### src/common/stat_cfg_pkg.sv
// statistics aggregation sizes shared by the arbiter, the accumulator and the top level

package stat_cfg_pkg;

    // ============================
    // counter addressing
    // ============================

    // one counter index, as carried with every increment
    localparam int STAT_ID_W = 11;

    // number of counters held by the accumulator memory
    localparam int STAT_DEPTH = 2048;

    // ============================
    // data widths
    // ============================

    // one increment message carries up to this many bits of count
    localparam int STAT_INC_W = 16;

    // counters wrap modulo 2^STAT_COUNT_W
    localparam int STAT_COUNT_W = 64;

    // ============================
    // sources
    // ============================

    localparam int DEF_PORT_CNT = 9;

endpackage

### src/common/stat_types_pkg.sv
// message, operation and mode types passed between the statistics pipeline stages

package stat_types_pkg;

    import stat_cfg_pkg::*;

    // ============================
    // increment stream
    // ============================

    // one increment message on a valid/ready stream
    typedef struct packed {
        logic                  valid;
        logic [STAT_ID_W-1:0]  id;
        logic [STAT_INC_W-1:0] inc;
    } stat_inc_t;

    // ============================
    // accumulator internals
    // ============================

    // memory operation issued in one cycle
    typedef enum logic [1:0] {
        OP_IDLE   = 2'd0,
        OP_UPDATE = 2'd1,
        OP_READ   = 2'd2,
        OP_CLEAR  = 2'd3
    } stat_op_e;

    // operation travelling down the update pipeline
    typedef struct packed {
        stat_op_e              op;
        logic [STAT_ID_W-1:0]  id;
        logic [STAT_INC_W-1:0] inc;
    } stat_op_t;

    // memory sweep after reset, then normal operation
    typedef enum logic {
        ST_CLEAR = 1'b0,
        ST_RUN   = 1'b1
    } accum_state_e;

endpackage

### src/stat/stat_arb_mux.sv
// round-robin arbiter that merges the increment sources into one registered stream

`timescale 1ns/1ps

module stat_arb_mux
    import stat_cfg_pkg::*;
    import stat_types_pkg::*;
#(
    parameter int PORT_CNT = DEF_PORT_CNT
)
(
    input  logic                clk_125mhz,
    input  logic                rst_n_i,

    // source streams
    input  stat_inc_t           s_stat_i [PORT_CNT],
    output logic [PORT_CNT-1:0] s_stat_ready_o,

    // merged stream towards the accumulator
    output stat_inc_t           m_stat_o,
    input  logic                m_ready_i
);

    localparam int IDX_W = (PORT_CNT > 1) ? $clog2(PORT_CNT) : 1;

    // last granted source, the search starts just after it
    logic [IDX_W-1:0] last_q;
    logic [IDX_W-1:0] grant_idx;
    logic             grant_vld;

    // registered output stage
    stat_inc_t        out_q;

    // ============================
    // grant selection
    // ============================

    always_comb begin
        int idx;

        grant_vld = 1'b0;
        grant_idx = last_q;
        for (int k = 1; k <= PORT_CNT; k++) begin
            idx = (int'(last_q) + k) % PORT_CNT;
            if (!grant_vld && s_stat_i[idx].valid) begin
                grant_vld = 1'b1;
                grant_idx = IDX_W'(idx);
            end
        end
    end

    // the output stage advances only in cycles where the accumulator takes
    // its content, so a full stage is emptied while the next message loads
    // and nothing is taken from a source during the clear sweep
    always_comb begin
        s_stat_ready_o = '0;
        if (m_ready_i && grant_vld) begin
            s_stat_ready_o[grant_idx] = 1'b1;
        end
    end

    // ============================
    // output register
    // ============================

    always_ff @(posedge clk_125mhz or negedge rst_n_i) begin
        if (!rst_n_i) begin
            out_q  <= '0;
            // source 0 gets the first turn after reset
            last_q <= IDX_W'(PORT_CNT - 1);
        end else if (m_ready_i) begin
            out_q.valid <= grant_vld;
            out_q.id    <= s_stat_i[grant_idx].id;
            out_q.inc   <= s_stat_i[grant_idx].inc;
            if (grant_vld) begin
                last_q <= grant_idx;
            end
        end
    end

    assign m_stat_o = out_q;

endmodule

### config.mk
export PLATFORM = sky130hd
export DESIGN_NAME = stat_arb_mux
export DESIGN_NICKNAME = d
export VERILOG_FILES = /design/src/common/stat_cfg_pkg.sv /design/src/common/stat_types_pkg.sv /design/src/stat/stat_arb_mux.sv
export SDC_FILE = /design/constraint.sdc
export NUM_CORES = 1
export LEC_CHECK = 0
export ABC_AREA = 1
export BUFFER_PORTS_ARGS = -buffer_cell sky130_fd_sc_hd__buf_4
export CAP_MARGIN = 25
export CORE_ASPECT_RATIO = 0.5
export CORE_UTILIZATION = 30
export DETAILED_ROUTE_END_ITERATION = 8
export GPL_TIMING_DRIVEN = 0
export MAX_ROUTING_LAYER = met4
export PLACE_DENSITY_LB_ADDON = 0.15
export SYNTH_ARGS = -nofsm -noshare
export SYNTH_HDL_FRONTEND = slang
export SYNTH_SLANG_ARGS = --single-unit
### constraint.sdc
create_clock -name clk_125mhz -period 9 [get_ports clk_125mhz]
set_input_delay 1.8 -clock clk_125mhz [delete_from_list [all_inputs] [get_ports clk_125mhz]]
set_output_delay 1.8 -clock clk_125mhz [all_outputs]
set_load 0.03 [all_outputs]
After elaboration in Yosys (flattened, before gate mapping)
Cells that the tools add are included.
Widths: inputs -> output; s select.
{ "totals": {"in_bits": 255, "elab_cells": 114, "ff_bits": 32, "out_inout_bits": 37} }
{ "classes": {"magnitude_cmp": 12, "addsub": 9, "bitwise": 10, "muxes": 51, "div": 9, "n_reduce_logical": 19} }
{ "op_table": {"columns": ["op", "count"], "rows": [
  ["$bmux 28 s4", 10],
  ["$mux 28", 18],
  ["$ge 32x5->1 const B", 9],
  ["$mod 32x5->32 const B", 9],
  ["$not 32->32", 9],
  ["$mux 27", 2],
  ["$mux 4", 9],
  ["$add 4x3->5 const B", 4],
  ["$add 4x2->5 const B", 2],
  ["$add 4x4->5 const B", 2],
  ["$logic_and 1x1->1", 10],
  ["$mux 1", 10],
  ["$mux 9", 1],
  ["$logic_not 1->1", 8],
  ["$add 4x1->5 const B", 1],
  ["$ge 5x5->1 const B", 1],
  ["$lt 4x5->1 const B", 1],
  ["$not 4->5", 1],
  ["$demux 1 s4", 1],
  ["$ge 4x1->1 const B", 1],
  ["$reduce_and 2->1", 1]
]} }

Logic depth before layout (Yosys ltp)
Gate-level depths: netlist of the first run.
{ "logic_depth": {"ltp_word": 36, "depth_mapped": 45, "depth_no_buf": 43} }

Least setup slack after synthesis of the first run
OpenSTA, ideal clock, no wires.
{ "synth_path": {"path_kind": "reg-to-output", "from": "reg last_q[0]", "to": "out s_stat_ready_o[1]", "n_path_buf": 4, "required_ns": 7.200, "arrival_ns": 5.792, "stages_incl_launch_ff": 36, "slack_ns": 1.408, "path_cell_list": "dfrtp_1 -> inv_2 -> buf_1 -> ha_1 -> buf_2 -> clkinv_1 -> ha_1 -> inv_1 -> nand4_2 -> nand2_2 -> xor2_2 -> ha_1 -> inv_1 -> nor2_1 -> nand3_1 -> nand2_2 -> nand3_1 -> nand2_2 -> nand2_1 -> nand3_1 -> nand3_1 -> nand3_1 -> nand2_2 -> nor2_8 -> nand3_2 -> nor2_4 -> nand4_2 -> inv_1 -> nand2_1 -> nand2_2 -> buf_2 -> buf_4 -> inv_1 -> nor2_1 -> nand2_1 -> nor2_1"} }
{ "synth_between": {"elab_chain_cells": 36} }
{ "synth_rtl": {"columns": ["item", "line_no", "source"], "rows": [
  ["start: declaration", "stat_arb_mux.sv:27", "logic [IDX_W-1:0] last_q;"],
  ["start signal: assignment", "stat_arb_mux.sv:70", "last_q <= IDX_W'(PORT_CNT - 1);"],
  ["start signal: assignment", "stat_arb_mux.sv:76", "last_q <= grant_idx;"],
  ["$add 4x1->5", "stat_arb_mux.sv:44", "idx = (int'(last_q) + k) % PORT_CNT;"],
  ["$mod 32x5->32", "stat_arb_mux.sv:44", null],
  ["$not 32->32 (not written as such)", "stat_arb_mux.sv:45", "if (!grant_vld && s_stat_i[idx].valid) begin"],
  ["$bmux 28 s4", "stat_arb_mux.sv:45", null],
  ["$mux 28 (not written as such) (2 in series)", "stat_arb_mux.sv:45", null],
  ["$mux 1", "stat_arb_mux.sv:45", null],
  ["$logic_not 1->1", "stat_arb_mux.sv:45", null],
  ["$logic_and 1x1->1", "stat_arb_mux.sv:45", null],
  ["[... 19 more ...]", null, null],
  ["$logic_not 1->1", "stat_arb_mux.sv:45", null],
  ["$logic_and 1x1->1", "stat_arb_mux.sv:45", null],
  ["$mux 4", "stat_arb_mux.sv:45", null],
  ["$lt 4x5->1 (not written as such) or $ge 4x1->1 (tied branches)", "stat_arb_mux.sv:58", "s_stat_ready_o[grant_idx] = 1'b1;"],
  ["$logic_and 1x1->1 (not written as such)", "stat_arb_mux.sv:58", null],
  ["$mux 1 (not written as such)", "stat_arb_mux.sv:58", null],
  ["$demux 1 s4", "stat_arb_mux.sv:58", null],
  ["$mux 9 (*)", "stat_arb_mux.sv:57", "if (m_ready_i && grant_vld) begin"],
  ["end: declaration", "stat_arb_mux.sv:17", "output logic [PORT_CNT-1:0] s_stat_ready_o,"]
]} }
Every way passes the cells marked *; elsewhere a longest branch is shown, timed or not. The select of a mux whose other input is x is not followed.

Final worst setup path of the first run
{ "layout_path": {"from": "reg last_q[0]", "to": "out s_stat_ready_o[7]"} }
The elaborated chain is that of the path after synthesis.

==> flow_summary.toml, run 1 <==
[floorplanning]
io_pins = 292
coreArea_um2 = 28000
initial_core_util = 0.308
placementRows = 43
die_y_um = 122
floorplan.die.width_um = 242
fp.dieArea_um2 = 29400

[yosys]
yosys_register_bits = 32
yosysSeqAreaShare = 0.0931
synth_flop_cell = "dfrtp_1"
synth_top_area_frac = 0.316
mappedNetlistArea_um2 = 8620
yosys.area.top_type = "nand2_1"
synth_area_per_cell_um2 = 5.22
post_synth_main_area_contributors = "nand2_1, nand3_1, dfrtp_1"
yosysWarningCount = 0
mappedNetlistNets = 1958
asyncSetResetFlopFracSynth = 1.00
yosysUniqueCellTypes = 49
synth-edff-count = 0
synthCells = 1650

[critical_path]
worst-setup-path-type = "register to output port"
crit_slowest_cell = "dfrtp_2"
crit_required_ns = 7.20
sort_of_element_at_the_start_of_the_critical_path = "register"
worst-path-max-fanout = 16
library_cell_appearing_most_often_on_the_critical_path = "nand2_2"
critPathMaxStageDelay_ns = 0.47
cp_data_arrival_time_ns = 6.55
critPathCaptureType = "output port"

[finish]
filler_cell_count = 3207
area_delta_synth_final_pct = 33.3
final_layout_size_suffix_gt1_frac = 0.237
final_net_count = 2258
finish.utilization = 0.410

[detailed_routing]
average_vias_per_placed_instance = 4.80
avgRoutedWirePerCell_um = 15.7
antenna_violating_nets_post_route = 0
vias = 11211
initialDrtViolationCount = 703
totalWireLength_mm = 36.6
detail_route.drc_violations = 0
first_pass_iters = 5

[hold_path]
worst_hold_path_type = "register to register"

[grt]
grt_pass1_vias = 10270
grt_start_max_net_pins = 33
grt.total_usage = 0.248
grt_first_pass_wirelength_mm = 56.2
number_of_antenna_violations_at_the_first_check_in_global_routing = 1
grt.overflow.total = 0

[sta]
timing.final.hold_violations = 0
hold_ws_ns = 0.529
max_freq_ghz = 0.120
rsz0062_at_grt = "no"
finalClockSkew_ns = 0.00417
finalSetupViolCount = 0
timing.final.crit_share = 0.927
worst_margin_slew_ns = 0.714
slew_headroom = 0.519
layout_min_cycle_time_ns = 8.35
maxSlewViolCount = 0

[clock_network]
clock_latency_ns = 0.28
number_of_buffers_added_by_the_clock_tree_synthesis_step = 5
cts_max_level = 2
clk_root_buffer_cell = "clkbuf_16"
clock-sinks = 32
cts.hold.buffers_added = 0
tritoncts = "done"
clock_transition_at_the_registers_of_the_reported_paths_ns = 0.06
ctsLongestPathBuffers = 2

[placement]
gpl.final_weighted_congestion = 0.921
portBuffers = 290
post-dp-hpwl_mm = 30.3

[status]
outcome = "finished clean"

[flow_run]
maxCapViolations = 0
sequential cells by signal, summed over array words and instances (netlist names):
register  flops
last_q        4
m_stat_o     28
per-layer routing:
| layer | part of all wire | vias up | wire, µm | global-route usage |
|---|---|---|---|---|
| met5 | 0 | - | 0 | - |
| met4 | 0.021 | 0 | 785 | 0.0609 |
| met3 | 0.049 | 43 | 1810 | 0.0220 |
| met2 | 0.46 | 337 | 16800 | 0.405 |
| met1 | 0.47 | 5031 | 17300 | 0.333 |
| li1 | - | 5800 | - | - |
cell type report:
cell class	instances	area (µm²)	share of cell area
Inverter	195	739	0.0644
Tap cell	382	478	0.0416
Sequential cell	32	805	0.0701
Buffer	74	402	0.0350
Clock buffer	5	125	0.0109
Antenna cell	1	2.50	0.000218
Timing Repair Buffer	293	2200	0.192
Clock inverter	3	42.5	0.00370
Multi-Input combinational cell	1349	6690	0.583
Yosys cell counts, drive strengths merged (2+ instances only):
cell type,n
nand2,755
nand3,301
inv,193
nor2,57
o21ai,54
ha,53
buf,48
xor2,32
dfrtp,31
or2,27
clkbuf,26
nand4,16
a21oi,11
nand3b,8
o211ai,8
nor3,5
o21bai,4
o31ai,4
and2,2
clkinv,2
o221ai,2
o41ai,2
xnor2,2
per-stage QoR:
step	setup TNS (ns)	worst slack [ns]	instance area, µm²	cells
after floorplan	0	1.41	8620	1650
after global placement	-2.32	-0.345	11300	2322
after detailed placement	-2.37	-0.392	11300	2322
after CTS	0	0.0269	11400	2330
after global routing	0	0.0129	11500	2334
final	0	0.655	11500	2334
kinds of logic after synthesis:
kind of cell	after synthesis	synth area share
xor+xnor	34	0.0380
mux	1	0.00116
fa+ha+maj	53	0.0770
simple gates	1172	0.596
compound gates	89	0.0629
buf+inv	269	0.131
flops	32	0.0931
path summary, 6_finish.rpt:
kind	to	slack (ns)	startpoint	depth (start not counted)
max in group asynchronous	last_q[3]	7.20	rst_n_i	1
setup / recovery	s_stat_ready_o[7]	0.65	last_q[0]	36
setup reg to reg	m_stat_o[1]	2.72	last_q[0]	40
min in group asynchronous	m_stat_o[27]	1.46	rst_n_i	1
hold / removal	m_stat_o[27]	0.53	m_stat_o[27]	2
hold reg to reg	m_stat_o[27]	0.53	m_stat_o[27]	2
critical path, delay by kind of cell (launching register included):
kind	cells	cell delay, ns
buffers and inverters	11	1.77
XOR/XNOR	1	0.27
flip-flops	1	0.47
AND/OR/NAND/NOR	21	2.83
adder cells (fa/ha/maj)	3	0.89
layout by cell type (no fill, tap or decap), types with 5 or more instances in the layout:
| master | netlist | final |
|---|---|---|
| o21ai_0 | 34 | 34 |
| o21ai_1 | 17 | 17 |
| dfrtp_1 | 31 | 29 |
| clkbuf_1 | 26 | 26 |
| nand2_2 | 25 | 27 |
| or2_2 | 27 | 27 |
| buf_6 | 5 | 5 |
| nand3_2 | 5 | 5 |
| nor2_1 | 49 | 49 |
| nand3_1 | 296 | 296 |
| ha_1 | 53 | 52 |
| clkbuf_16 | 0 | 5 |
| a21oi_1 | 8 | 8 |
| o211ai_1 | 8 | 8 |
| buf_2 | 30 | 30 |
| nand4_1 | 14 | 14 |
| inv_2 | 21 | 21 |
| inv_1 | 171 | 171 |
| nand2_1 | 726 | 724 |
| xor2_1 | 28 | 28 |
| nor2_4 | 5 | 5 |
| buf_4 | 12 | 305 |
| nand3b_1 | 7 | 7 |
repair_timing:
action                     in CTS  in global routing
setup endpoints to repair       8                  8
hold endpoints to repair        0                  0
buffers inserted                0                  3
resized for setup               7                  7
Power of run 1 is left out: the tool's default activity adds up to more than one toggle a clock period on the data nets, which glitch-free logic cannot reach.
==> run 2, diff against run 1 <==
CORE_UTILIZATION = 40   (was 30)
==> flow_summary.toml, run 2 (same netlist as run 1, synthesis figures left out) <==
[status]
outcome = "finished clean"

[floorplanning]
coreArea_um2 = 20800
die_y_um = 106
placementRows = 37
fp.dieArea_um2 = 22200
initial_core_util = 0.414
floorplan.die.width_um = 210
io_pins = 292

[critical_path]
sort_of_element_at_the_start_of_the_critical_path = "register"
worst-path-max-fanout = 16
library_cell_appearing_most_often_on_the_critical_path = "nand2_1"
critPathMaxStageDelay_ns = 0.45
crit_slowest_cell = "dfrtp_2"
cp_data_arrival_time_ns = 6.68
crit_required_ns = 7.20
worst-setup-path-type = "register to output port"
critPathCaptureType = "output port"

[sta]
worst_margin_slew_ns = 0.694
rsz0062_at_grt = "no"
slew_headroom = 0.532
timing.final.hold_violations = 0
layout_min_cycle_time_ns = 8.48
finalSetupViolCount = 0
maxSlewViolCount = 0
hold_ws_ns = 0.534
max_freq_ghz = 0.118
timing.final.crit_share = 0.942
finalClockSkew_ns = 0.00336
setup_slack_ns = 0.522
final_setup_tns_ns = 0

[placement]
place_area_um2 = 11100
post-dp-hpwl_mm = 26.9
gpl.final_weighted_congestion = 0.963
portBuffers = 290
pre_cts_slack_ns = -0.149

[clock_network]
cts_max_level = 2
clk_root_buffer_cell = "clkbuf_16"
clock_latency_ns = 0.27
number_of_buffers_added_by_the_clock_tree_synthesis_step = 5
ctsLongestPathBuffers = 2
cts.hold.buffers_added = 0
clock-sinks = 32
clock_transition_at_the_registers_of_the_reported_paths_ns = 0.05
tritoncts = "done"

[finish]
final_net_count = 2258
final_layout_size_suffix_gt1_frac = 0.236
layout.cells.most_common = "nand2_1"
total_inserted_antenna_cells = 0
filler_cell_count = 2290
area_delta_synth_final_pct = 31.6
design_area_um2 = 11300
largest_reg_flops = 28
final_cell_mix = "nand2_1, buf_4, nand3_1, inv_1, ha_1"

[detailed_routing]
first_pass_iters = 8
totalWireLength_mm = 32.9
antenna_violating_nets_post_route = 0
avgRoutedWirePerCell_um = 14.8
vias = 11202
average_vias_per_placed_instance = 5.04
detail_route.drc_violations = 0
initialDrtViolationCount = 771

[grt]
grt_first_pass_wirelength_mm = 52.0
grt_start_max_net_pins = 33
grt_pass1_vias = 10125
grt.overflow.total = 0
grt.total_usage = 0.302
number_of_antenna_violations_at_the_first_check_in_global_routing = 0

[hold_path]
worst_hold_path_type = "register to register"

[flow_run]
maxCapViolations = 0
run 2: worst max-delay path, delay by kind of cell (launching register included):
kind                       cells  cell delay, ns
adders and majority gates      3            0.93
xor gates and xnor gates       2            0.50
AOI/OAI and AO/OA              1            0.26
DFF                            1            0.45
buffers and inverters         11            1.79
and+or+nand+nor               21            2.45
run 2: final cells by class:
cell class / instances / area [µm²] / share of cell area
buffer: 74 / 402 / 0.0354
clock buffer: 6 / 129 / 0.0114
clock inverter: 2 / 35.0 / 0.00309
inverter: 195 / 738 / 0.0651
multi-input combinational: 1349 / 6690 / 0.590
sequential: 32 / 805 / 0.0710
tap: 273 / 342 / 0.0301
timing repair buffer: 293 / 2200 / 0.194
run 2: layer usage:
| layer | global-route usage | up-vias | wire (µm) |
|---|---|---|---|
| li1 | - | 5805 | - |
| met1 | 0.386 | 4980 | 14400 |
| met2 | 0.503 | 367 | 15300 |
| met3 | 0.0346 | 50 | 2240 |
| met4 | 0.0860 | 0 | 894 |
| met5 | - | - | 0 |
run 2: repair_timing:
action | CTS | global route
buffers inserted | 0 | 3
gates resized for setup | 5 | 7
endpoints found under the setup margin | 8 | 8
gates cloned | 0 | 0
run 2: through the flow:
step / cells / utilization
after global routing: 2224 / 0.544
after CTS: 2221 / 0.543
after detailed placement: 2213 / 0.535
final: 2224 / 0.544
after floorplan: 1650 / -
after global placement: 2213 / 0.535
run 2: worst paths after layout:
path / cells after the start / endpoint / slack (ns) / startpoint
min: 2 / m_stat_o[27] / 0.53 / m_stat_o[27]
max in group asynchronous: 1 / last_q[3] / 7.23 / rst_n_i
min reg2reg: 2 / m_stat_o[27] / 0.53 / m_stat_o[27]
min in group asynchronous: 1 / m_stat_o[27] / 1.45 / rst_n_i
max: 38 / s_stat_ready_o[6] / 0.52 / last_q[0]
max reg2reg: 38 / m_stat_o[9] / 2.57 / last_q[0]
Power of run 2 is left out for the same reason.
